<file path="config.mk">
export PLATFORM = sky130hd
export DESIGN_NAME = uart_dma
export DESIGN_NICKNAME = d
export VERILOG_FILES = /design/src/verilog/uart_pkg.sv /design/src/verilog/dma_pkg.sv /design/src/verilog/uart_rx.sv /design/src/verilog/uart_tx.sv /design/src/verilog/word_packer.sv /design/src/verilog/host_cmd_fsm.sv /design/src/verilog/uart_dma.sv
export SDC_FILE = /design/constraint.sdc
export NUM_CORES = 1
export LEC_CHECK = 0
export BUFFER_PORTS_ARGS = -buffer_cell sky130_fd_sc_hd__buf_2
export CAP_MARGIN = 10
export CORE_MARGIN = 8
export CORE_UTILIZATION = 25
export DETAILED_ROUTE_END_ITERATION = 8
export PLACE_DENSITY_LB_ADDON = 0.3
export SYNTH_ARGS = -nofsm -noshare
export SYNTH_HDL_FRONTEND = slang
export SYNTH_SLANG_ARGS = --single-unit
</file>
<file path="constraint.sdc">
create_clock -name clk -period 17.5 [get_ports clk]
set_input_delay 3.5 -clock clk [delete_from_list [all_inputs] [get_ports clk]]
set_output_delay 3.5 -clock clk [all_outputs]
set_load 0.1 [all_outputs]
</file>
<file path="src/verilog/uart_pkg.sv">
`default_nettype none

package uart_pkg;

    // ==============================
    // Serial line timing
    // ==============================
    localparam int CLK_FREQ_HZ  = 100_000_000;               // System clock
    localparam int BAUD_RATE    = 115_200;
    localparam int CLKS_PER_BIT = CLK_FREQ_HZ / BAUD_RATE;   // 868 cycles

    // Bit timer shared by both directions
    localparam int BIT_CNT_W = $clog2(CLKS_PER_BIT);
    typedef logic [BIT_CNT_W-1:0] bit_cnt_t;

    localparam bit_cnt_t BIT_END = bit_cnt_t'(CLKS_PER_BIT - 1);      // Last cycle of a bit
    localparam bit_cnt_t BIT_MID = bit_cnt_t'(CLKS_PER_BIT / 2 - 1);  // Centre of start bit

    typedef logic [7:0] byte_t;  // One serial data byte

endpackage

`default_nettype wire

</file>
<file path="src/verilog/dma_pkg.sv">
`default_nettype none

package dma_pkg;

    // ==============================
    // Frame opcodes and responses
    // ==============================
    localparam logic [7:0] OP_WRITE_UB    = 8'h01;  // Rows into unified buffer
    localparam logic [7:0] OP_WRITE_WT    = 8'h02;  // Weight memory words
    localparam logic [7:0] OP_WRITE_INSTR = 8'h03;  // One instruction
    localparam logic [7:0] OP_EXECUTE     = 8'h05;  // Start strobe
    localparam logic [7:0] OP_STATUS      = 8'h06;  // Status byte back

    localparam logic [7:0] RSP_UB_ACK  = 8'hAA;
    localparam logic [7:0] RSP_WT_ACK  = 8'hBB;
    localparam logic [7:0] RSP_BAD_CMD = 8'hFF;     // Unknown opcode

    localparam int INSTR_BYTES = 4;  // Instruction payload, no length field

    // ==============================
    // Addresses and memory words
    // ==============================
    typedef logic [7:0]   ub_addr_t;
    typedef logic [9:0]   wt_addr_t;
    typedef logic [4:0]   instr_addr_t;
    typedef logic [255:0] ub_row_t;      // 32 bytes
    typedef logic [63:0]  wt_word_t;     // 8 bytes
    typedef logic [31:0]  instr_word_t;
    typedef logic [15:0]  xfer_len_t;    // Payload byte count

    // Write requests toward the memories
    typedef struct packed {
        logic     en;
        ub_addr_t addr;
        ub_row_t  data;
    } ub_wr_t;

    typedef struct packed {
        logic     en;
        wt_addr_t addr;
        wt_word_t data;
    } wt_wr_t;

    typedef struct packed {
        logic        en;
        instr_addr_t addr;
        instr_word_t data;
    } instr_wr_t;

    // Engine flags, MSB first as sent in the status byte
    typedef struct packed {
        logic ub_done;
        logic ub_busy;
        logic vpu_done;
        logic vpu_busy;
        logic sys_done;
        logic sys_busy;
    } engine_status_t;

    typedef enum logic [2:0] {
        S_IDLE,      // Waiting for opcode
        S_ADDR_HI,
        S_ADDR_LO,
        S_LEN_HI,
        S_LEN_LO,
        S_PAYLOAD,   // Bytes steered to a packer
        S_RESP       // Holding a response byte for the transmitter
    } cmd_state_t;

endpackage

`default_nettype wire

</file>
<file path="src/verilog/uart_rx.sv">
`timescale 1ns/1ps
`default_nettype none

module uart_rx
    import uart_pkg::*;
(
    input  wire   clk,
    input  wire   rst_n,
    input  wire   rx,
    output logic  rx_valid,
    output byte_t rx_data
);

    typedef enum logic [1:0] {RX_IDLE, RX_START, RX_DATA, RX_STOP} rx_state_t;

    rx_state_t  state;
    bit_cnt_t   clk_cnt;
    logic [2:0] bit_idx;    // Data bit being sampled
    logic       rx_meta;
    logic       rx_sync;

    // Two-flop synchroniser, line idles high
    always_ff @(posedge clk or negedge rst_n) begin
        if (!rst_n) begin
            rx_meta <= 1'b1;
            rx_sync <= 1'b1;
        end else begin
            rx_meta <= rx;
            rx_sync <= rx_meta;
        end
    end

    // ==============================
    // Bit sequencing
    // ==============================
    always_ff @(posedge clk or negedge rst_n) begin
        if (!rst_n) begin
            state    <= RX_IDLE;
            clk_cnt  <= '0;
            bit_idx  <= '0;
            rx_valid <= 1'b0;
        end else begin
            rx_valid <= 1'b0;
            case (state)
                RX_IDLE: begin
                    clk_cnt <= '0;
                    if (!rx_sync)
                        state <= RX_START;  // Falling edge
                end
                RX_START: begin
                    if (clk_cnt == BIT_MID) begin
                        clk_cnt <= '0;
                        bit_idx <= '0;
                        state   <= rx_sync ? RX_IDLE : RX_DATA;  // Still low, real start bit
                    end else begin
                        clk_cnt <= clk_cnt + 1'b1;
                    end
                end
                RX_DATA: begin
                    if (clk_cnt == BIT_END) begin
                        clk_cnt <= '0;
                        bit_idx <= bit_idx + 1'b1;
                        if (bit_idx == 3'd7)
                            state <= RX_STOP;
                    end else begin
                        clk_cnt <= clk_cnt + 1'b1;
                    end
                end
                RX_STOP: begin
                    if (clk_cnt == BIT_END) begin
                        rx_valid <= rx_sync;  // Low stop bit drops the byte
                        state    <= RX_IDLE;
                    end else begin
                        clk_cnt <= clk_cnt + 1'b1;
                    end
                end
                default: state <= RX_IDLE;
            endcase
        end
    end

    // LSB arrives first, shift in from the top
    always_ff @(posedge clk) begin
        if (state == RX_DATA && clk_cnt == BIT_END)
            rx_data <= {rx_sync, rx_data[7:1]};
    end

endmodule

`default_nettype wire

</file>
<file path="src/verilog/uart_tx.sv">
`timescale 1ns/1ps
`default_nettype none

module uart_tx
    import uart_pkg::*;
(
    input  wire   clk,
    input  wire   rst_n,
    input  wire   tx_valid,
    input  wire   byte_t tx_data,
    output logic  tx_ready,
    output logic  tx
);

    logic [9:0] frame;      // Stop, data, start; bit 0 on the line
    logic [3:0] bits_left;  // Shifts before the stop bit ends
    logic       busy;
    bit_cnt_t   clk_cnt;

    assign tx_ready = !busy;     // Only between frames
    assign tx       = frame[0];

    // ==============================
    // Frame shifter
    // ==============================
    always_ff @(posedge clk or negedge rst_n) begin
        if (!rst_n) begin
            frame     <= '1;  // Line idles high
            bits_left <= '0;
            busy      <= 1'b0;
            clk_cnt   <= '0;
        end else if (!busy) begin
            if (tx_valid) begin
                frame     <= {1'b1, tx_data, 1'b0};  // Start bit out next cycle
                bits_left <= 4'd9;
                busy      <= 1'b1;
                clk_cnt   <= '0;
            end
        end else if (clk_cnt == BIT_END) begin
            clk_cnt <= '0;
            frame   <= {1'b1, frame[9:1]};  // Backfill with idle level
            if (bits_left == 4'd0)
                busy <= 1'b0;               // Stop bit done
            else
                bits_left <= bits_left - 1'b1;
        end else begin
            clk_cnt <= clk_cnt + 1'b1;
        end
    end

endmodule

`default_nettype wire

</file>
<file path="src/verilog/word_packer.sv">
`timescale 1ns/1ps
`default_nettype none

module word_packer
    import uart_pkg::*;
#(
    parameter type word_t = logic [31:0],
    parameter type addr_t = logic [4:0]
) (
    input  wire   clk,
    input  wire   rst_n,
    input  wire   start,
    input  wire   addr_t base_addr,
    input  wire   byte_valid,
    input  wire   byte_t byte_data,
    input  wire   last,
    output logic  wr_en,
    output addr_t wr_addr,
    output word_t wr_data
);

    localparam int WORD_BYTES = $bits(word_t) / 8;
    localparam int FILL_W     = $clog2(WORD_BYTES);

    logic [FILL_W-1:0] fill;       // Bytes already in acc
    word_t             acc;
    word_t             acc_next;
    addr_t             addr_q;     // Address of the word being built
    logic              flush;

    // Newest byte at the bottom, first byte ends up on top
    assign acc_next = {acc[$bits(word_t)-9:0], byte_data};
    assign flush    = byte_valid && (last || fill == FILL_W'(WORD_BYTES - 1));

    // ==============================
    // Control
    // ==============================
    always_ff @(posedge clk or negedge rst_n) begin
        if (!rst_n) begin
            wr_en  <= 1'b0;
            fill   <= '0;
            addr_q <= '0;
        end else begin
            wr_en <= 1'b0;
            if (start) begin
                fill   <= '0;
                addr_q <= base_addr;
            end else if (flush) begin
                wr_en  <= 1'b1;
                fill   <= '0;
                addr_q <= addr_q + 1'b1;  // Wraps at the address width
            end else if (byte_valid) begin
                fill <= fill + 1'b1;
            end
        end
    end

    // Accumulator and write payload
    always_ff @(posedge clk) begin
        if (start || flush)
            acc <= '0;              // Partial word keeps zero upper bytes
        else if (byte_valid)
            acc <= acc_next;
        if (flush) begin
            wr_data <= acc_next;
            wr_addr <= addr_q;
        end
    end

endmodule

`default_nettype wire

</file>
<file path="src/verilog/host_cmd_fsm.sv">
`timescale 1ns/1ps
`default_nettype none

module host_cmd_fsm
    import uart_pkg::*;
    import dma_pkg::*;
(
    input  wire            clk,
    input  wire            rst_n,
    input  wire            rx_valid,
    input  wire byte_t     rx_data,
    input  wire            tx_ready,
    input  wire engine_status_t engine_status,
    output logic           tx_valid,
    output byte_t          tx_data,
    output logic           ub_start,
    output logic           wt_start,
    output logic           instr_start,
    output ub_addr_t       ub_base,
    output wt_addr_t       wt_base,
    output instr_addr_t    instr_base,
    output logic           ub_byte_valid,
    output logic           wt_byte_valid,
    output logic           instr_byte_valid,
    output byte_t          pay_byte,
    output logic           pay_last,
    output logic           start_execution
);

    cmd_state_t state;
    byte_t      opcode;
    byte_t      addr_hi;
    byte_t      addr_lo;
    xfer_len_t  length;
    xfer_len_t  pay_cnt;    // Payload bytes already taken
    logic       pay_fire;

    // ==============================
    // Payload steering
    // ==============================
    assign pay_fire = (state == S_PAYLOAD) && rx_valid;
    assign pay_byte = rx_data;                  // Same cycle as rx_valid
    assign pay_last = (pay_cnt == length - 1'b1);

    assign ub_byte_valid    = pay_fire && (opcode == OP_WRITE_UB);
    assign wt_byte_valid    = pay_fire && (opcode == OP_WRITE_WT);
    assign instr_byte_valid = pay_fire && (opcode == OP_WRITE_INSTR);

    // Base addresses out of the header bytes
    assign ub_base    = addr_lo;
    assign wt_base    = {addr_hi[1:0], addr_lo};
    assign instr_base = addr_lo[4:0];

    // ==============================
    // Command sequencing
    // ==============================
    always_ff @(posedge clk or negedge rst_n) begin
        if (!rst_n) begin
            state           <= S_IDLE;
            opcode          <= '0;
            addr_hi         <= '0;
            addr_lo         <= '0;
            length          <= '0;
            pay_cnt         <= '0;
            tx_valid        <= 1'b0;
            tx_data         <= '0;
            ub_start        <= 1'b0;
            wt_start        <= 1'b0;
            instr_start     <= 1'b0;
            start_execution <= 1'b0;
        end else begin
            ub_start        <= 1'b0;   // Strobes last one cycle
            wt_start        <= 1'b0;
            instr_start     <= 1'b0;
            start_execution <= 1'b0;

            case (state)
                S_IDLE: begin
                    if (rx_valid) begin
                        opcode <= rx_data;
                        case (rx_data)
                            OP_WRITE_UB, OP_WRITE_WT, OP_WRITE_INSTR: begin
                                state <= S_ADDR_HI;
                            end
                            OP_EXECUTE: begin
                                start_execution <= 1'b1;  // No response byte
                            end
                            OP_STATUS: begin
                                tx_data  <= {2'b00, engine_status};
                                tx_valid <= 1'b1;
                                state    <= S_RESP;
                            end
                            default: begin
                                tx_data  <= RSP_BAD_CMD;
                                tx_valid <= 1'b1;
                                state    <= S_RESP;
                            end
                        endcase
                    end
                end
                S_ADDR_HI: begin
                    if (rx_valid) begin
                        addr_hi <= rx_data;
                        state   <= S_ADDR_LO;
                    end
                end
                S_ADDR_LO: begin
                    if (rx_valid) begin
                        addr_lo <= rx_data;
                        pay_cnt <= '0;
                        if (opcode == OP_WRITE_INSTR) begin
                            length      <= xfer_len_t'(INSTR_BYTES);  // Fixed size
                            instr_start <= 1'b1;
                            state       <= S_PAYLOAD;
                        end else begin
                            state <= S_LEN_HI;
                        end
                    end
                end
                S_LEN_HI: begin
                    if (rx_valid) begin
                        length[15:8] <= rx_data;
                        state        <= S_LEN_LO;
                    end
                end
                S_LEN_LO: begin
                    if (rx_valid) begin
                        length[7:0] <= rx_data;
                        ub_start    <= (opcode == OP_WRITE_UB);
                        wt_start    <= (opcode == OP_WRITE_WT);
                        state       <= S_PAYLOAD;
                    end
                end
                S_PAYLOAD: begin
                    if (rx_valid) begin
                        pay_cnt <= pay_cnt + 1'b1;
                        if (pay_last) begin
                            // Ack goes out with the packer's final write
                            if (opcode == OP_WRITE_UB) begin
                                tx_data  <= RSP_UB_ACK;
                                tx_valid <= 1'b1;
                                state    <= S_RESP;
                            end else if (opcode == OP_WRITE_WT) begin
                                tx_data  <= RSP_WT_ACK;
                                tx_valid <= 1'b1;
                                state    <= S_RESP;
                            end else begin
                                state <= S_IDLE;  // Instruction write is silent
                            end
                        end
                    end
                end
                S_RESP: begin
                    if (tx_ready) begin     // Handshake cycle
                        tx_valid <= 1'b0;
                        state    <= S_IDLE;
                    end
                end
                default: state <= S_IDLE;
            endcase
        end
    end

endmodule

`default_nettype wire

</file>
<file path="src/verilog/uart_dma.sv">
`timescale 1ns/1ps
`default_nettype none

module uart_dma
    import uart_pkg::*;
    import dma_pkg::*;
(
    input  wire            clk,
    input  wire            rst_n,
    input  wire            uart_rx,
    input  wire engine_status_t engine_status,
    output logic           uart_tx,
    output ub_wr_t         ub_wr,
    output wt_wr_t         wt_wr,
    output instr_wr_t      instr_wr,
    output logic           start_execution
);

    // ==============================
    // Internal links
    // ==============================
    byte_t       rx_data;
    byte_t       tx_data;
    byte_t       pay_byte;
    logic        rx_valid;
    logic        tx_valid;
    logic        tx_ready;
    logic        pay_last;
    logic        ub_start;
    logic        wt_start;
    logic        instr_start;
    logic        ub_byte_valid;
    logic        wt_byte_valid;
    logic        instr_byte_valid;
    ub_addr_t    ub_base;
    wt_addr_t    wt_base;
    instr_addr_t instr_base;

    uart_rx u_rx (
        .clk      (clk),
        .rst_n    (rst_n),
        .rx       (uart_rx),
        .rx_valid (rx_valid),
        .rx_data  (rx_data)
    );

    uart_tx u_tx (
        .clk      (clk),
        .rst_n    (rst_n),
        .tx_valid (tx_valid),
        .tx_data  (tx_data),
        .tx_ready (tx_ready),
        .tx       (uart_tx)
    );

    host_cmd_fsm u_cmd (
        .clk              (clk),
        .rst_n            (rst_n),
        .rx_valid         (rx_valid),
        .rx_data          (rx_data),
        .tx_ready         (tx_ready),
        .engine_status    (engine_status),
        .tx_valid         (tx_valid),
        .tx_data          (tx_data),
        .ub_start         (ub_start),
        .wt_start         (wt_start),
        .instr_start      (instr_start),
        .ub_base          (ub_base),
        .wt_base          (wt_base),
        .instr_base       (instr_base),
        .ub_byte_valid    (ub_byte_valid),
        .wt_byte_valid    (wt_byte_valid),
        .instr_byte_valid (instr_byte_valid),
        .pay_byte         (pay_byte),
        .pay_last         (pay_last),
        .start_execution  (start_execution)
    );

    // ==============================
    // One packer per memory
    // ==============================
    word_packer #(.word_t(ub_row_t), .addr_t(ub_addr_t)) u_ub_pack (
        .clk        (clk),
        .rst_n      (rst_n),
        .start      (ub_start),
        .base_addr  (ub_base),
        .byte_valid (ub_byte_valid),
        .byte_data  (pay_byte),
        .last       (pay_last),
        .wr_en      (ub_wr.en),
        .wr_addr    (ub_wr.addr),
        .wr_data    (ub_wr.data)
    );

    word_packer #(.word_t(wt_word_t), .addr_t(wt_addr_t)) u_wt_pack (
        .clk        (clk),
        .rst_n      (rst_n),
        .start      (wt_start),
        .base_addr  (wt_base),
        .byte_valid (wt_byte_valid),
        .byte_data  (pay_byte),
        .last       (pay_last),
        .wr_en      (wt_wr.en),
        .wr_addr    (wt_wr.addr),
        .wr_data    (wt_wr.data)
    );

    word_packer #(.word_t(instr_word_t), .addr_t(instr_addr_t)) u_instr_pack (
        .clk        (clk),
        .rst_n      (rst_n),
        .start      (instr_start),
        .base_addr  (instr_base),
        .byte_valid (instr_byte_valid),
        .byte_data  (pay_byte),
        .last       (pay_last),
        .wr_en      (instr_wr.en),
        .wr_addr    (instr_wr.addr),
        .wr_data    (instr_wr.data)
    );

endmodule

`default_nettype wire

</file>
After elaboration in Yosys (flattened, before gate mapping). Cells that the tools add are included.

Output and inout bits: 380. Input port bits: 9. Bits in registers: 856. Logic and storage cells: 241.

Multiplexer cells: 97. Eq/ne operators: 45. $add $sub $neg: 12. Reduce and logical (&&, ||, !) cells: 45.

Operator list (count): $mux W10 (11); $mux W16 (4); $mux W8 (8); $pmux W8 S2 (4); $mux W3 (16); $pmux W10 S4 (1); $eq A8 B2 Y1 const B (4); $pmux W16 S2 (1); $add A10 B1 Y10 const B (3); $mux W1 (29); $ne A2 B2 Y1 const B (13); $mux W5 (5); $pmux W3 S7 (1); $eq A10 B10 Y1 const B (2); $mux W2 (9); $reduce_bool A2 Y1 (9); $add A16 B1 Y16 const B (1); $eq A16 B16 Y1 (1); $eq A8 B1 Y1 const B (2); $eq A8 B3 Y1 const B (2); $mux W4 (4); $sub A16 B1 Y16 const B (1); $eq A3 B3 Y1 const B (5); $ne A2 B1 Y1 const B (6); 30 further kinds (57).

Depth between registers and ports, before layout. Gate-level depths: netlist (run 1).

Word-level depth: 6. Mapped depth: 11. Depth with buffers taken out: 9.

Hierarchy. Synthesis (run 1) repeated with hierarchy kept, for this count alone.

Cell total of the unflattened synthesis: 2291. Area total of the unflattened synthesis: 30943.4 um^2.

By module, submodules not included: word_packer (u_ub_pack) (area an instance 17309.1 um^2, sequential area each 13242.7 um^2, cells an instance 1140, instances 1); word_packer (u_wt_pack) (area an instance 4924.7 um^2, sequential area each 3693.5 um^2, cells an instance 331, instances 1); host_cmd_fsm (area an instance 3824.9 um^2, sequential area each 1651.6 um^2, cells an instance 421, instances 1); word_packer (u_instr_pack) (area an instance 2357.3 um^2, sequential area each 1791.7 um^2, cells an instance 155, instances 1); uart_tx (area an instance 1338.8 um^2, sequential area each 611.8 um^2, cells an instance 144, instances 1); uart_rx (area an instance 1188.6 um^2, sequential area each 693.2 um^2, cells an instance 100, instances 1).

Least setup slack after synthesis (run 1). OpenSTA, ideal clock, no wires.

Kind: flip-flop to flip-flop. From: register u_cmd.length[0]. To: register u_ub_pack.wr_addr[0] in the netlist's numbering, enable pin. Setup slack: 9.393 ns. Cell stages (with the launch flop): 9. Arrival time: 7.493 ns. Required time: 16.886 ns. Period minus slack after synthesis: 8.107 ns. Setup time: 0.614 ns. Buffers on the path: 0. Cells stage by stage: dfrtp_1 inv_1 ha_1 or3b_2 or3_1 a211oi_1 a31o_2 nand2_1 inv_1.

Cells in the longest elaborated chain, start to end: 4.

RTL lines: start, declared (RTL line host_cmd_fsm.sv:34) `xfer_len_t length;`; start signal, assigned (RTL line host_cmd_fsm.sv:112) `length <= xfer_len_t'(INSTR_BYTES);`; start signal, assigned (RTL line host_cmd_fsm.sv:128) `length[7:0] <= rx_data;`; $sub A16 B1 Y16 (RTL line host_cmd_fsm.sv:43) `assign pay_last = (pay_cnt == length - 1'b1);`; $eq A16 B16 Y1 (RTL line host_cmd_fsm.sv:43); $logic_or A1 B1 Y1 (RTL line word_packer.sv:33) `assign flush = byte_valid && (last || fill == FILL_W'(WORD_BYTES - 1));`; $logic_and A1 B1 Y1 (RTL line word_packer.sv:33); net u_ub_pack.flush (RTL line word_packer.sv:29) `logic flush;`; end signal, assigned (RTL line word_packer.sv:66) `wr_addr <= addr_q;`; end, declared (RTL line word_packer.sv:18) `output addr_t wr_addr,`.

The timed path passes the listed nets, and every way through them passes these cells. A chain may end at the register's enable or synchronous reset.

Worst setup path after layout (run 1).
From: register u_cmd.length[0]. To: register u_ub_pack.wr_data[144] in the netlist's numbering, enable pin.

Cells in the longest elaborated chain, start to end: 4.

RTL lines: $sub A16 B1 Y16 (RTL line host_cmd_fsm.sv:43); $eq A16 B16 Y1 (RTL line host_cmd_fsm.sv:43); $logic_or A1 B1 Y1 (RTL line word_packer.sv:33); $logic_and A1 B1 Y1 (RTL line word_packer.sv:33); net u_ub_pack.flush (RTL line word_packer.sv:29); end signal, assigned (RTL line word_packer.sv:65) `wr_data <= acc_next;`; end, declared (RTL line word_packer.sv:19) `output word_t wr_data`.

The timed path passes the listed nets, and every way through them passes these cells.

==> metrics.txt, run 1 <==
status=finished, final reports clean; Worst EP arrival=5.42 ns; antenna-violating nets left=0; Int Pwr=between 3 and 4 mW; Area Overhead vs Synth=22.8%; die footprint=about 130000 µm²; Hold Fails Final Rpt=0; final non-filler cell total=4709; Max Clk Rate=a little under 200 MHz; Nets=3034; Syn Inst Count=about 2600; setup repair bufs after CTS=0; Gate power share=less than 1%; Cell variety after synth=slightly above 70; Finish-stage setup viols=0; Global Route Usage Sum=between 10% and 20%; Detailed Route WL=about 86000 µm; Hold/Removal Path Class=register to register; min Tclk post-route=5.13 ns; Worst-Skew Late Latency=0.67 ns; Tot Pwr=about 4.2 mW; Crit path largest cell delay=0.66 ns; clock share of power=roughly 50%; reg2reg end=u_ub_pack.wr_data[144]; Routed WL per cell=approximately 18 µm; Die Y=365 µm; GP Congestion=between 0.7 and 0.8; Pwr Density=between 100 and 150 nW/µm²; clock buffer depth=3; CTS Buf Count=94; top cells by count, synth=nand2_1 (738), edfxtp_1 (383), a21oi_1 (347); crit path to=u_ub_pack.wr_data[144]; total global routing overflow=0; vias in the first global route=19900; fin crit share=29.3%; DR DRC count=0; via count=20500; Worst Setup End Kind=register; Hold-fix buffers, CTS=0; Sw Ratio=between 20% and 30%; Async SR Flop Fraction=16.8%; P_sw=837 µW; Final WS setup=between 10 and 15 ns; vias per std cell=~4.3; CTS H-Tree Depth=3; crit path kind=register to register; Initial DRT Pass Iterations=4; Std-Cell Rows=128; clock-pin slew on the worst setup and hold paths=0.06 ns; predominant post-synthesis flop cell=edfxtp_1; CP max FO=about 140; Resized Gates After CTS=0; Max Transition Viols Final=0; layout cells sized above 1=roughly 20%; largest net degree at the start of global routing=about 140; Place WS=around 12 ns; WP data required=around 18 ns; synth warn=0; Worst R2R Start=u_cmd.length[0]; Mapped Nets=2672; DR iter-0 viols=between 1000 and 1500; Synth top area share=roughly 38%; R2R setup slack=between 10 and 15 ns; HPWL Detailed=between 50000 and 60000 µm; Sequential Power Share=49.8%; Port Buf Inserts=between 300 and 400; FILL cells=roughly 12000; post-placement cell count=4533; Avg Inst Size Synth=between 10 and 15 µm²; Post-Route Setup TNS=0 ns; Worst Reg2Reg Path Length in Cells=10; Die W=~370 µm; Worst Tran Pin Value=1.21 ns; Post-synth EDFFs=383; Max-slew headroom=18.3%; sequential area share after synthesis=between 70% and 80%; synthesis-stage register bit count=between 800 and 900; WP buf/inv=4; IO Count=389; most numerous cell in the Yosys netlist=nand2_1; antenna cells=0; initial core utilization=25.1%; hold_ws=0.355 ns; initial antenna violation count=2; Startpoint Class=register; RSZ-0062 raised after global routing=no; Root Buffer=clkbuf_16; slowest cell on the critical path=buf_4; Critical path origin=u_cmd.length[0]; peak supply drop=~66 µV; synthesized cell area=between 30000 and 40000 µm²; CP cell instances=inv_1, ha_1, or3b_2, or3_1, a211oi_1, a31o_2, nand2_1, inv_8, buf_12, buf_4; Max Cap Viol=0; Synth area leader=edfxtp_1; TritonCTS clock tree=built; Worst path depth=10; global-route wire length before repair=about 130000 µm; top cells by area, synth=edfxtp_1 (38%), dfxtp_1 (22%), dfrtp_1 (11%); CTS sink cnt=between 800 and 900; Worst Skew=approximately 0.032 ns; CORE AREA=122000 µm²; crit-path leading delay family=buffers and inverters; Leak=15.2 nW
## registers in the layout, indices dropped and copies added (netlist names), 8 cells and up, named ones only
register              count
u_ub_pack.wr_data       256
u_rx.rx_data              8
u_wt_pack.addr_q         10
u_cmd.opcode              8
u_tx.frame                9
u_tx.clk_cnt             10
u_cmd.tx_data             8
u_ub_pack.addr_q          8
u_ub_pack.acc           248
u_instr_pack.wr_data     32
u_ub_pack.wr_addr         8
u_wt_pack.wr_addr        10
u_wt_pack.wr_data        64
u_cmd.ub_base             8
u_cmd.pay_cnt            16
u_instr_pack.acc         24
u_wt_pack.acc            56
u_cmd.length             16
u_rx.clk_cnt             10
## worst min-delay path by stage
stage / slack [ns] / from / end / depth (start not counted)
floorplan: 0.35 / u_rx.rx_meta / u_rx.rx_sync / 0
global placement: 0.35 / u_rx.rx_meta / u_rx.rx_sync / 0
detailed placement: 0.35 / u_rx.rx_meta / u_rx.rx_sync / 0
CTS: 0.36 / u_rx.rx_meta / u_rx.rx_sync / 0
global route: 0.36 / u_rx.rx_meta / u_rx.rx_sync / 0
finish: 0.36 / u_rx.rx_meta / u_rx.rx_sync / 0
## through the flow
stage          area (µm²)  utilization, %
2_1_floorplan       30500               -
3_3_place_gp        34200            28.1
3_5_place_dp        34200            28.1
4_1_cts             37500            30.9
5_1_grt             37500            30.9
6_report            37500            30.9
## area by class of cell
class                   count  area [µm²]  share of cell area (%)
flip-flops and latches    855       21700                    57.8
multi-input cells        1606        8190                    21.8
clock buffers             123        2620                    7.00
repair buffers            416        2170                    5.79
well taps                1625        2030                    5.42
clock inverters            53         681                    1.81
inverters                  31         124                   0.330
## routing by layer
metal	GRT usage, %	part of all wire [%]	vias to the layer above
met3	2.65	5.4	122
met1	17.1	46	9963
li1	-	-	9898
met4	4.13	3.0	0
met5	0	0	-
met2	19.4	45	469
## kinds of logic after synthesis
group / after synthesis / share of synthesized area (%)
compound gates: 500 / 9.20
simple gates: 1005 / 13.9
flops: 855 / 71.0
buf+inv: 181 / 2.39
xor+xnor: 45 / 1.38
mux: 35 / 1.24
fa+ha+maj: 21 / 0.861
## power by group through the flow
stage / Combinational (mW) / Sequential, mW / Clock, mW
after floorplan: 0.000589 / 2.12 / 0
after global placement: 0.00955 / 2.12 / 0
after detailed placement: 0.00951 / 2.12 / 0
after CTS: 0.00951 / 2.07 / 2.16
after global routing: 0.0105 / 2.07 / 2.24
final: 0.00884 / 2.07 / 2.08
## placed cells by master (no fill, tap or decap), drive strengths merged, types with 19 or more instances in the layout
master	synthesis	routed
a21oi	347	347
and3	19	19
buf	37	416
clkbuf	113	123
clkinv	2	37
dfrtp	133	133
dfxtp	328	328
edfxtp	383	383
ha	21	21
inv	29	31
mux2	22	22
nand2	738	738
nand3	32	32
nand4	19	19
nor2	80	80
nor3	21	21
o21ai	56	56
xnor2	21	21
xor2	22	22
Power figures use the tool's default switching activity.
==> run 2: changes to the inputs <==
--- a/config.mk
+++ b/config.mk
@@ -5,6 +5,7 @@
 export SDC_FILE = /design/constraint.sdc
 export NUM_CORES = 1
 export LEC_CHECK = 0
+export ABC_AREA = 1
 export BUFFER_PORTS_ARGS = -buffer_cell sky130_fd_sc_hd__buf_2
 export CAP_MARGIN = 10
 export CORE_MARGIN = 8
==> constraint.sdc (replaced) <==
create_clock -name clk -period 4.75 [get_ports clk]
set_input_delay 0.95 -clock clk [delete_from_list [all_inputs] [get_ports clk]]
set_output_delay 0.95 -clock clk [all_outputs]
set_load 0.1 [all_outputs]
==> metrics.txt, run 2 <==
CP cell instances=nor2_1, inv_1, nor4_4, nand2_8, inv_8, nand2_4, clkinvlp_4, buf_12 (was inv_1, ha_1, or3b_2, or3_1, a211oi_1, a31o_2, nand2_1, inv_8, buf_12, buf_4); TritonCTS clock tree=built (unchanged); Largest regs=u_ub_pack.wr_data (256), u_ub_pack.acc (248), u_wt_pack.wr_data (64) (unchanged); main combinational cell family by area after synthesis=simple AND/OR/NAND/NOR gates (unchanged); Synth top area share=37.4% (was 37.7%); DR iter-0 viols=1499 (was 1364); CTS Buf Count=90 (was 94); Avg Inst Size Synth=10.9 µm² (was 11.6 µm²); Largest register FFs=256 (unchanged); clock buffer depth=3 (unchanged); slowest cell on the critical path=clkinvlp_4 (was buf_4); via count=20700 (was 20500); hold_ws=0.320 ns (was 0.355 ns); GP Congestion=0.756 (was 0.781); Max Transition Viols Final=0 (unchanged); Worst EP arrival=3.97 ns (was 5.42 ns); Startpoint Class=register (unchanged); vias per std cell=4.23 (was 4.34); initial antenna violation count=2 (unchanged); xor-xnor portion of the synthesized cell area=1.04% (was 1.38%); RSZ-0062 raised after global routing=no (unchanged); CORE AREA=122000 µm² (about the same); Leak=15.5 nW (was 15.2 nW); setup repair bufs after CTS=0 (unchanged); Post-synth EDFFs=383 (unchanged); Pwr Density=391 nW/µm² (was 111 nW/µm²); CP max FO=55 (was 143); CTS sink cnt=855 (unchanged); DR DRC count=0 (unchanged); fin crit share=76.9% (was 29.3%); HPWL Detailed=57500 µm (was 56800 µm); crit path kind=register to register (unchanged); Biggest register=u_ub_pack.wr_data (unchanged); die footprint=134000 µm² (about the same); Initial DRT Pass Iterations=8 (was 4); predominant post-synthesis flop cell=edfxtp_1 (unchanged); sequential area share after synthesis=70.6% (was 71.0%); Port Buf Inserts=388 (unchanged); Hold-fix buffers, CTS=0 (unchanged); Die Y=367 µm (was 365 µm); fin util=30.7% (was 30.9%); Area Overhead vs Synth=21.6% (was 22.8%); Global Route Usage Sum=12.2% (was 12.4%); compound-gate portion of the synthesized area=8.37% (was 9.20%); most numerous cell in the Yosys netlist=nand2_1 (unchanged); most common cell after layout, fill and taps aside=nand2_1 (unchanged); Worst-Skew Late Latency=0.66 ns (was 0.67 ns); Max-slew headroom=20.5% (was 18.3%); largest net degree at the start of global routing=140 (was 144); FILL cells=12500 (about the same); Synth area leader=edfxtp_1 (unchanged); Hold/Removal Path Class=input port to async pin (was register to register); clock-pin slew on the worst setup and hold paths=0.06 ns (about the same); Syn Inst Count=2810 (was 2642); total global routing overflow=0 (unchanged); Root Buffer=clkbuf_16 (unchanged); Worst Tran Pin Value=1.19 ns (was 1.21 ns); most frequent cells in the layout=nand2_1 (909), buf_2 (387), edfxtp_1 (383) (was nand2_1 (737), buf_2 (387), edfxtp_1 (383)); Hold Fails Final Rpt=0 (unchanged); WP buf/inv=4 (unchanged); Routed WL per cell=17.3 µm (was 18.3 µm); Mapped Nets=2840 (was 2672); Die W=367 µm (was 365 µm); mux cell area share after synthesis=0% (was 1.24%); Post-Synth Simple-Gate Area=15.3% (was 13.9%); WP data required=5.07 ns (was 17.78 ns); layout cells sized above 1=19.1% (was 20.4%); Async SR Flop Fraction=16.8% (unchanged); Nets=3223 (was 3034); Max Cap Viol=0 (unchanged); Worst Skew=0.0586 ns (was 0.0318 ns); peak supply drop=284 µV (was 66.0 µV); initial core utilization=25.2% (was 25.1%); Std-Cell Rows=128 (unchanged); top cells by area, synth=edfxtp_1 (37%), dfxtp_1 (21%), nand2_1 (11%) (was edfxtp_1 (38%), dfxtp_1 (22%), dfrtp_1 (11%)); status=finished, final reports clean (unchanged); Detailed Route WL=84700 µm (was 86300 µm); Finish-stage setup viols=0 (unchanged); post-placement cell count=4726 (was 4533); global-route wire length before repair=129000 µm (was 128000 µm); synthesized cell area=30700 µm² (was 30500 µm²); Worst Setup End Kind=register (unchanged); synthesis-stage register bit count=855 (unchanged); Max Clk Rate=274 MHz (was 195 MHz); top cells by count, synth=nand2_1 (910), edfxtp_1 (383), a21oi_1 (335) (was nand2_1 (738), edfxtp_1 (383), a21oi_1 (347)); Resized Gates After CTS=0 (unchanged); final non-filler cell total=4898 (was 4709); antenna-violating nets left=0 (unchanged); Post-Synth Adder-Cell Area=0.855% (was 0.861%); synth warn=0 (unchanged); CTS H-Tree Depth=3 (unchanged); crit-path leading delay family=buffers and inverters (unchanged); Cell variety after synth=54 (was 71); Crit path largest cell delay=0.68 ns (was 0.66 ns); IO Count=389 (unchanged); vias in the first global route=20500 (was 19900); min Tclk post-route=3.65 ns (was 5.13 ns)
[run 2: layer usage]
metal | share of wire (%) | wire length [µm] | vias to the layer above | global-route usage, %
met5 | 0 | 0 | - | 0
met4 | 2.2 | 1910 | 0 | 3.35
met3 | 6.3 | 5320 | 115 | 3.48
met2 | 46 | 39000 | 443 | 19.5
met1 | 45 | 38500 | 9935 | 16.1
li1 | - | - | 10200 | -
[run 2: worst paths after layout]
kind | from | to | slack, ns | cells past startpoint
worst max-delay path | u_cmd.opcode[3] | u_ub_pack.wr_data[186] | 1.10 | 8
max in group asynchronous | rst_n | u_wt_pack.addr_q[7] | 3.52 | 2
worst min-delay path | rst_n | u_tx.clk_cnt[8] | 0.32 | 1
min in group clk | u_rx.rx_meta | u_rx.rx_sync | 0.35 | 0
worst min register to register | u_rx.rx_meta | u_rx.rx_sync | 0.35 | 0
worst max register to register | u_cmd.opcode[3] | u_ub_pack.wr_data[186] | 1.10 | 8
[run 2: cell type report]
cell class | instances | area [µm²] | share of cell area, %
clock inverter | 32 | 314 | 0.841
antenna | 3 | 7.51 | 0.0201
multi-input combinational | 1694 | 7900 | 21.1
tap | 1625 | 2030 | 5.44
clock buffer | 137 | 2620 | 7.02
timing repair buffer | 415 | 2280 | 6.09
inverter | 137 | 526 | 1.41
sequential | 855 | 21700 | 58.0
[run 2: per-stage QoR]
stage,area [µm²],power (mW),worst slack [ns],setup TNS (ns)
2_1_floorplan,30800,7.79,-1.08,-285.50
3_3_place_gp,34400,7.83,1.14,0
3_5_place_dp,34400,7.83,1.05,0
4_1_cts,37400,14.8,0.985,0
5_1_grt,37400,15.1,0.802,0
6_report,37400,14.6,1.10,0
[run 2: logic make-up (layout without fill, tap and decap cells)]
| group | after synthesis | count (layout) |
|---|---|---|
| xor gates and xnor gates | 35 | 35 |
| DFF | 855 | 855 |
| other | 0 | 3 |
| AOI/OAI and AO/OA | 481 | 481 |
| adders and majority gates | 21 | 21 |
| and+or+nand+nor | 1157 | 1157 |
| buffers and inverters | 261 | 721 |
[run 2: power breakdown]
| group | switching, mW | internal [mW] | total [mW] | leakage, nW |
|---|---|---|---|---|
| combinational | 0.0281 | 0.00462 | 0.0327 | 5.20 |
| sequential | 0.000505 | 7.64 | 7.64 | 8.83 |
| clock | 2.98 | 3.96 | 6.94 | 1.43 |
==> run 3: changes to the inputs <==
==> constraint.sdc (replaced) <==
create_clock -name clk -period 3.46 [get_ports clk]
set_input_delay 0.692 -clock clk [delete_from_list [all_inputs] [get_ports clk]]
set_output_delay 0.692 -clock clk [all_outputs]
set_load 0.1 [all_outputs]
==> metrics.txt, run 3 (synthesis results as in run 2) <==
fin crit share=85.7% (was 76.9%); Resized Gates After CTS=0 (unchanged); metal3 WL=4860 µm (was 5320 µm); Final WS setup=0.495 ns (was 1.10 ns); Biggest register=u_ub_pack.wr_data (unchanged); WP data required=4.00 ns (was 5.07 ns); Std-Cell Rows=128 (unchanged); FILL cells=12500 (about the same); fin util=30.9% (was 30.7%); Area Overhead vs Synth=22.8% (was 21.6%); CP cell instances=inv_2, nor2_2, nand2_8, buf_4, buf_4, nand2_1, nand4_1, xor2_1, nor2_1 (was nor2_1, inv_1, nor4_4, nand2_8, inv_8, nand2_4, clkinvlp_4, buf_12); Hold-fix buffers, CTS=1 (was 0); clock-pin slew on the worst setup and hold paths=0.07 ns (was 0.06 ns); most frequent CP cell=buf_4; CTS H-Tree Depth=3 (unchanged); Die Y=367 µm (unchanged); die footprint=134000 µm² (unchanged); slowest cell on the critical path=buf_4 (was clkinvlp_4); layout cells sized above 1=19.8% (was 19.1%); register area=21700 µm² (unchanged); Worst Tran Pin Value=1.04 ns (was 1.19 ns); antenna-violating nets left=0 (unchanged); Finish-stage setup viols=0 (unchanged); Worst Setup End Kind=register (unchanged); crit-path leading delay family=buffers and inverters (unchanged); initial core utilization=25.2% (unchanged); Worst Reg2Reg Path Length in Cells=9 (was 8); reg2reg end=u_ub_pack.fill[3] (was u_ub_pack.wr_data[186]); Max Cap Viol=0 (unchanged); Max-slew headroom=30.6% (was 20.5%); clock share of power=48.8% (was 47.5%); via count=20900 (was 20700); top routing layer in use=met4 (unchanged); P_sw=4.17 mW (was 3.00 mW); Worst R2R Start=u_rx.rx_valid (was u_cmd.opcode[3]); CP max FO=81 (was 55); largest net degree at the start of global routing=100 (was 140); RSZ-0062 raised after global routing=no (unchanged); CTS Buf Count=92 (was 90); M1 WL=39100 µm (was 38500 µm); Pwr Density=546 nW/µm² (was 391 nW/µm²); WP buf/inv=3 (was 4); IO Count=389 (unchanged); peak supply drop=428 µV (was 284 µV); hold depth=1; vias per std cell=4.25 (was 4.23); Sw Ratio=20.2% (was 20.6%); Worst Skew=0.0380 ns (was 0.0586 ns); Worst-Skew Late Latency=0.67 ns (was 0.66 ns); DR iter-0 viols=1714 (was 1499); global-route wire length before repair=130000 µm (was 129000 µm); Worst Hold Endpoint=u_rx.rx_meta; clock buffer depth=3 (unchanged); vias in the first global route=20700 (was 20500); setup repair bufs after CTS=0 (unchanged); Detailed Route WL=85600 µm (was 84700 µm); initial antenna violation count=4 (was 2); CORE AREA=122000 µm² (unchanged); hold_ws=0.142 ns (was 0.320 ns); Leak=15.7 nW (was 15.5 nW); Place WS=0.465 ns (was 1.05 ns); crit path kind=register to register (unchanged); Hold Fails Final Rpt=0 (unchanged); Worst EP arrival=3.50 ns (was 3.97 ns); most common cell after layout, fill and taps aside=nand2_1 (unchanged); min-delay src=uart_rx; DR DRC count=0 (unchanged); Gate power share=0.2% (about the same); HPWL Detailed=58200 µm (was 57500 µm); Largest register FFs=256 (unchanged); Hold/Removal Path Class=input port to register (was input port to async pin); Nets=3242 (was 3223); Initial DRT Pass Iterations=5 (was 8); GP Congestion=0.786 (was 0.756); Port Buf Inserts=388 (unchanged); Int Pwr=16.4 mW (was 11.6 mW); Die W=367 µm (unchanged); Max Clk Rate=337 MHz (was 274 MHz); wire length on met2=39500 µm (was 39000 µm); Crit path largest cell delay=0.81 ns (was 0.68 ns); TritonCTS clock tree=built (unchanged); R2R setup slack=0.49 ns (was 1.10 ns); min Tclk post-route=2.97 ns (was 3.65 ns); multi-input logic area=7900 µm² (unchanged); Global Route Usage Sum=12.3% (was 12.2%); Root Buffer=clkbuf_16 (unchanged); Tot Pwr=20.6 mW (was 14.6 mW); status=finished, final reports clean (unchanged); Largest regs=u_ub_pack.wr_data (256), u_ub_pack.acc (248), u_wt_pack.wr_data (64) (unchanged); Sequential Power Share=50.9% (was 52.3%); Routed WL per cell=17.4 µm (was 17.3 µm); most frequent cells in the layout=nand2_1 (909), buf_2 (387), edfxtp_1 (383) (unchanged); Max Transition Viols Final=0 (unchanged); total global routing overflow=0 (unchanged); Startpoint Class=register (unchanged); CTS sink cnt=855 (unchanged)
run 3: cell count changes in the layout (fill, tap and decap cells not counted), sizes merged, moves of 2 or more:
cell | before | now
inv | 141 | 139
clkbuf | 137 | 134
bufinv | 2 | 5
buf | 415 | 431
clkinv | 20 | 26
run 3: power by group through the flow:
| stage | clock network (mW) | registers (mW) | logic [mW] |
|---|---|---|---|
| after floorplan | 0 | 10.7 | 0.000337 |
| after global placement | 0 | 10.7 | 0.0491 |
| after detailed placement | 0 | 10.7 | 0.0489 |
| after CTS | 10.4 | 10.5 | 0.0505 |
| after global routing | 10.8 | 10.5 | 0.0552 |
| final | 10.1 | 10.5 | 0.0463 |
run 3: stage by stage:
stage	setup TNS, ns	cell area [µm²]	cells
after floorplan	-626.06	30800	2810
after global placement	0	34600	4742
after detailed placement	0	34600	4742
after CTS	0	37700	4915
after global routing	0	37700	4915
final	0	37700	4917
run 3: worst max path at each step:
stage	from	end	slack (ns)	depth (start not counted)
finish	u_rx.rx_valid	u_ub_pack.fill[3]	0.49	9
global route	u_rx.rx_valid	u_ub_pack.fill[3]	0.21	9
CTS	u_rx.rx_valid	u_ub_pack.fill[3]	0.45	9
detailed placement	u_rx.rx_valid	u_ub_pack.fill[3]	0.46	9
global placement	u_cmd.state[0]	u_ub_pack.fill[3]	0.48	9
floorplan	u_cmd.length[0]	u_ub_pack.wr_addr[0]	-2.37	15
run 3: routing by layer:
layer | up-vias | GRT usage [%]
met5 | - | 0
met4 | 0 | 3.96
met3 | 117 | 2.90
met2 | 480 | 19.8
met1 | 10000 | 16.3
li1 | 10200 | -
run 3: final cells by class:
class / instances / share of cell area [%]
repair buffers: 432 / 6.45
flip-flops and latches: 855 / 57.5
clock buffers: 134 / 7.29
clock inverters: 38 / 1.04
diodes: 2 / 0.0133
multi-input cells: 1694 / 20.9
well taps: 1625 / 5.39
inverters: 137 / 1.39
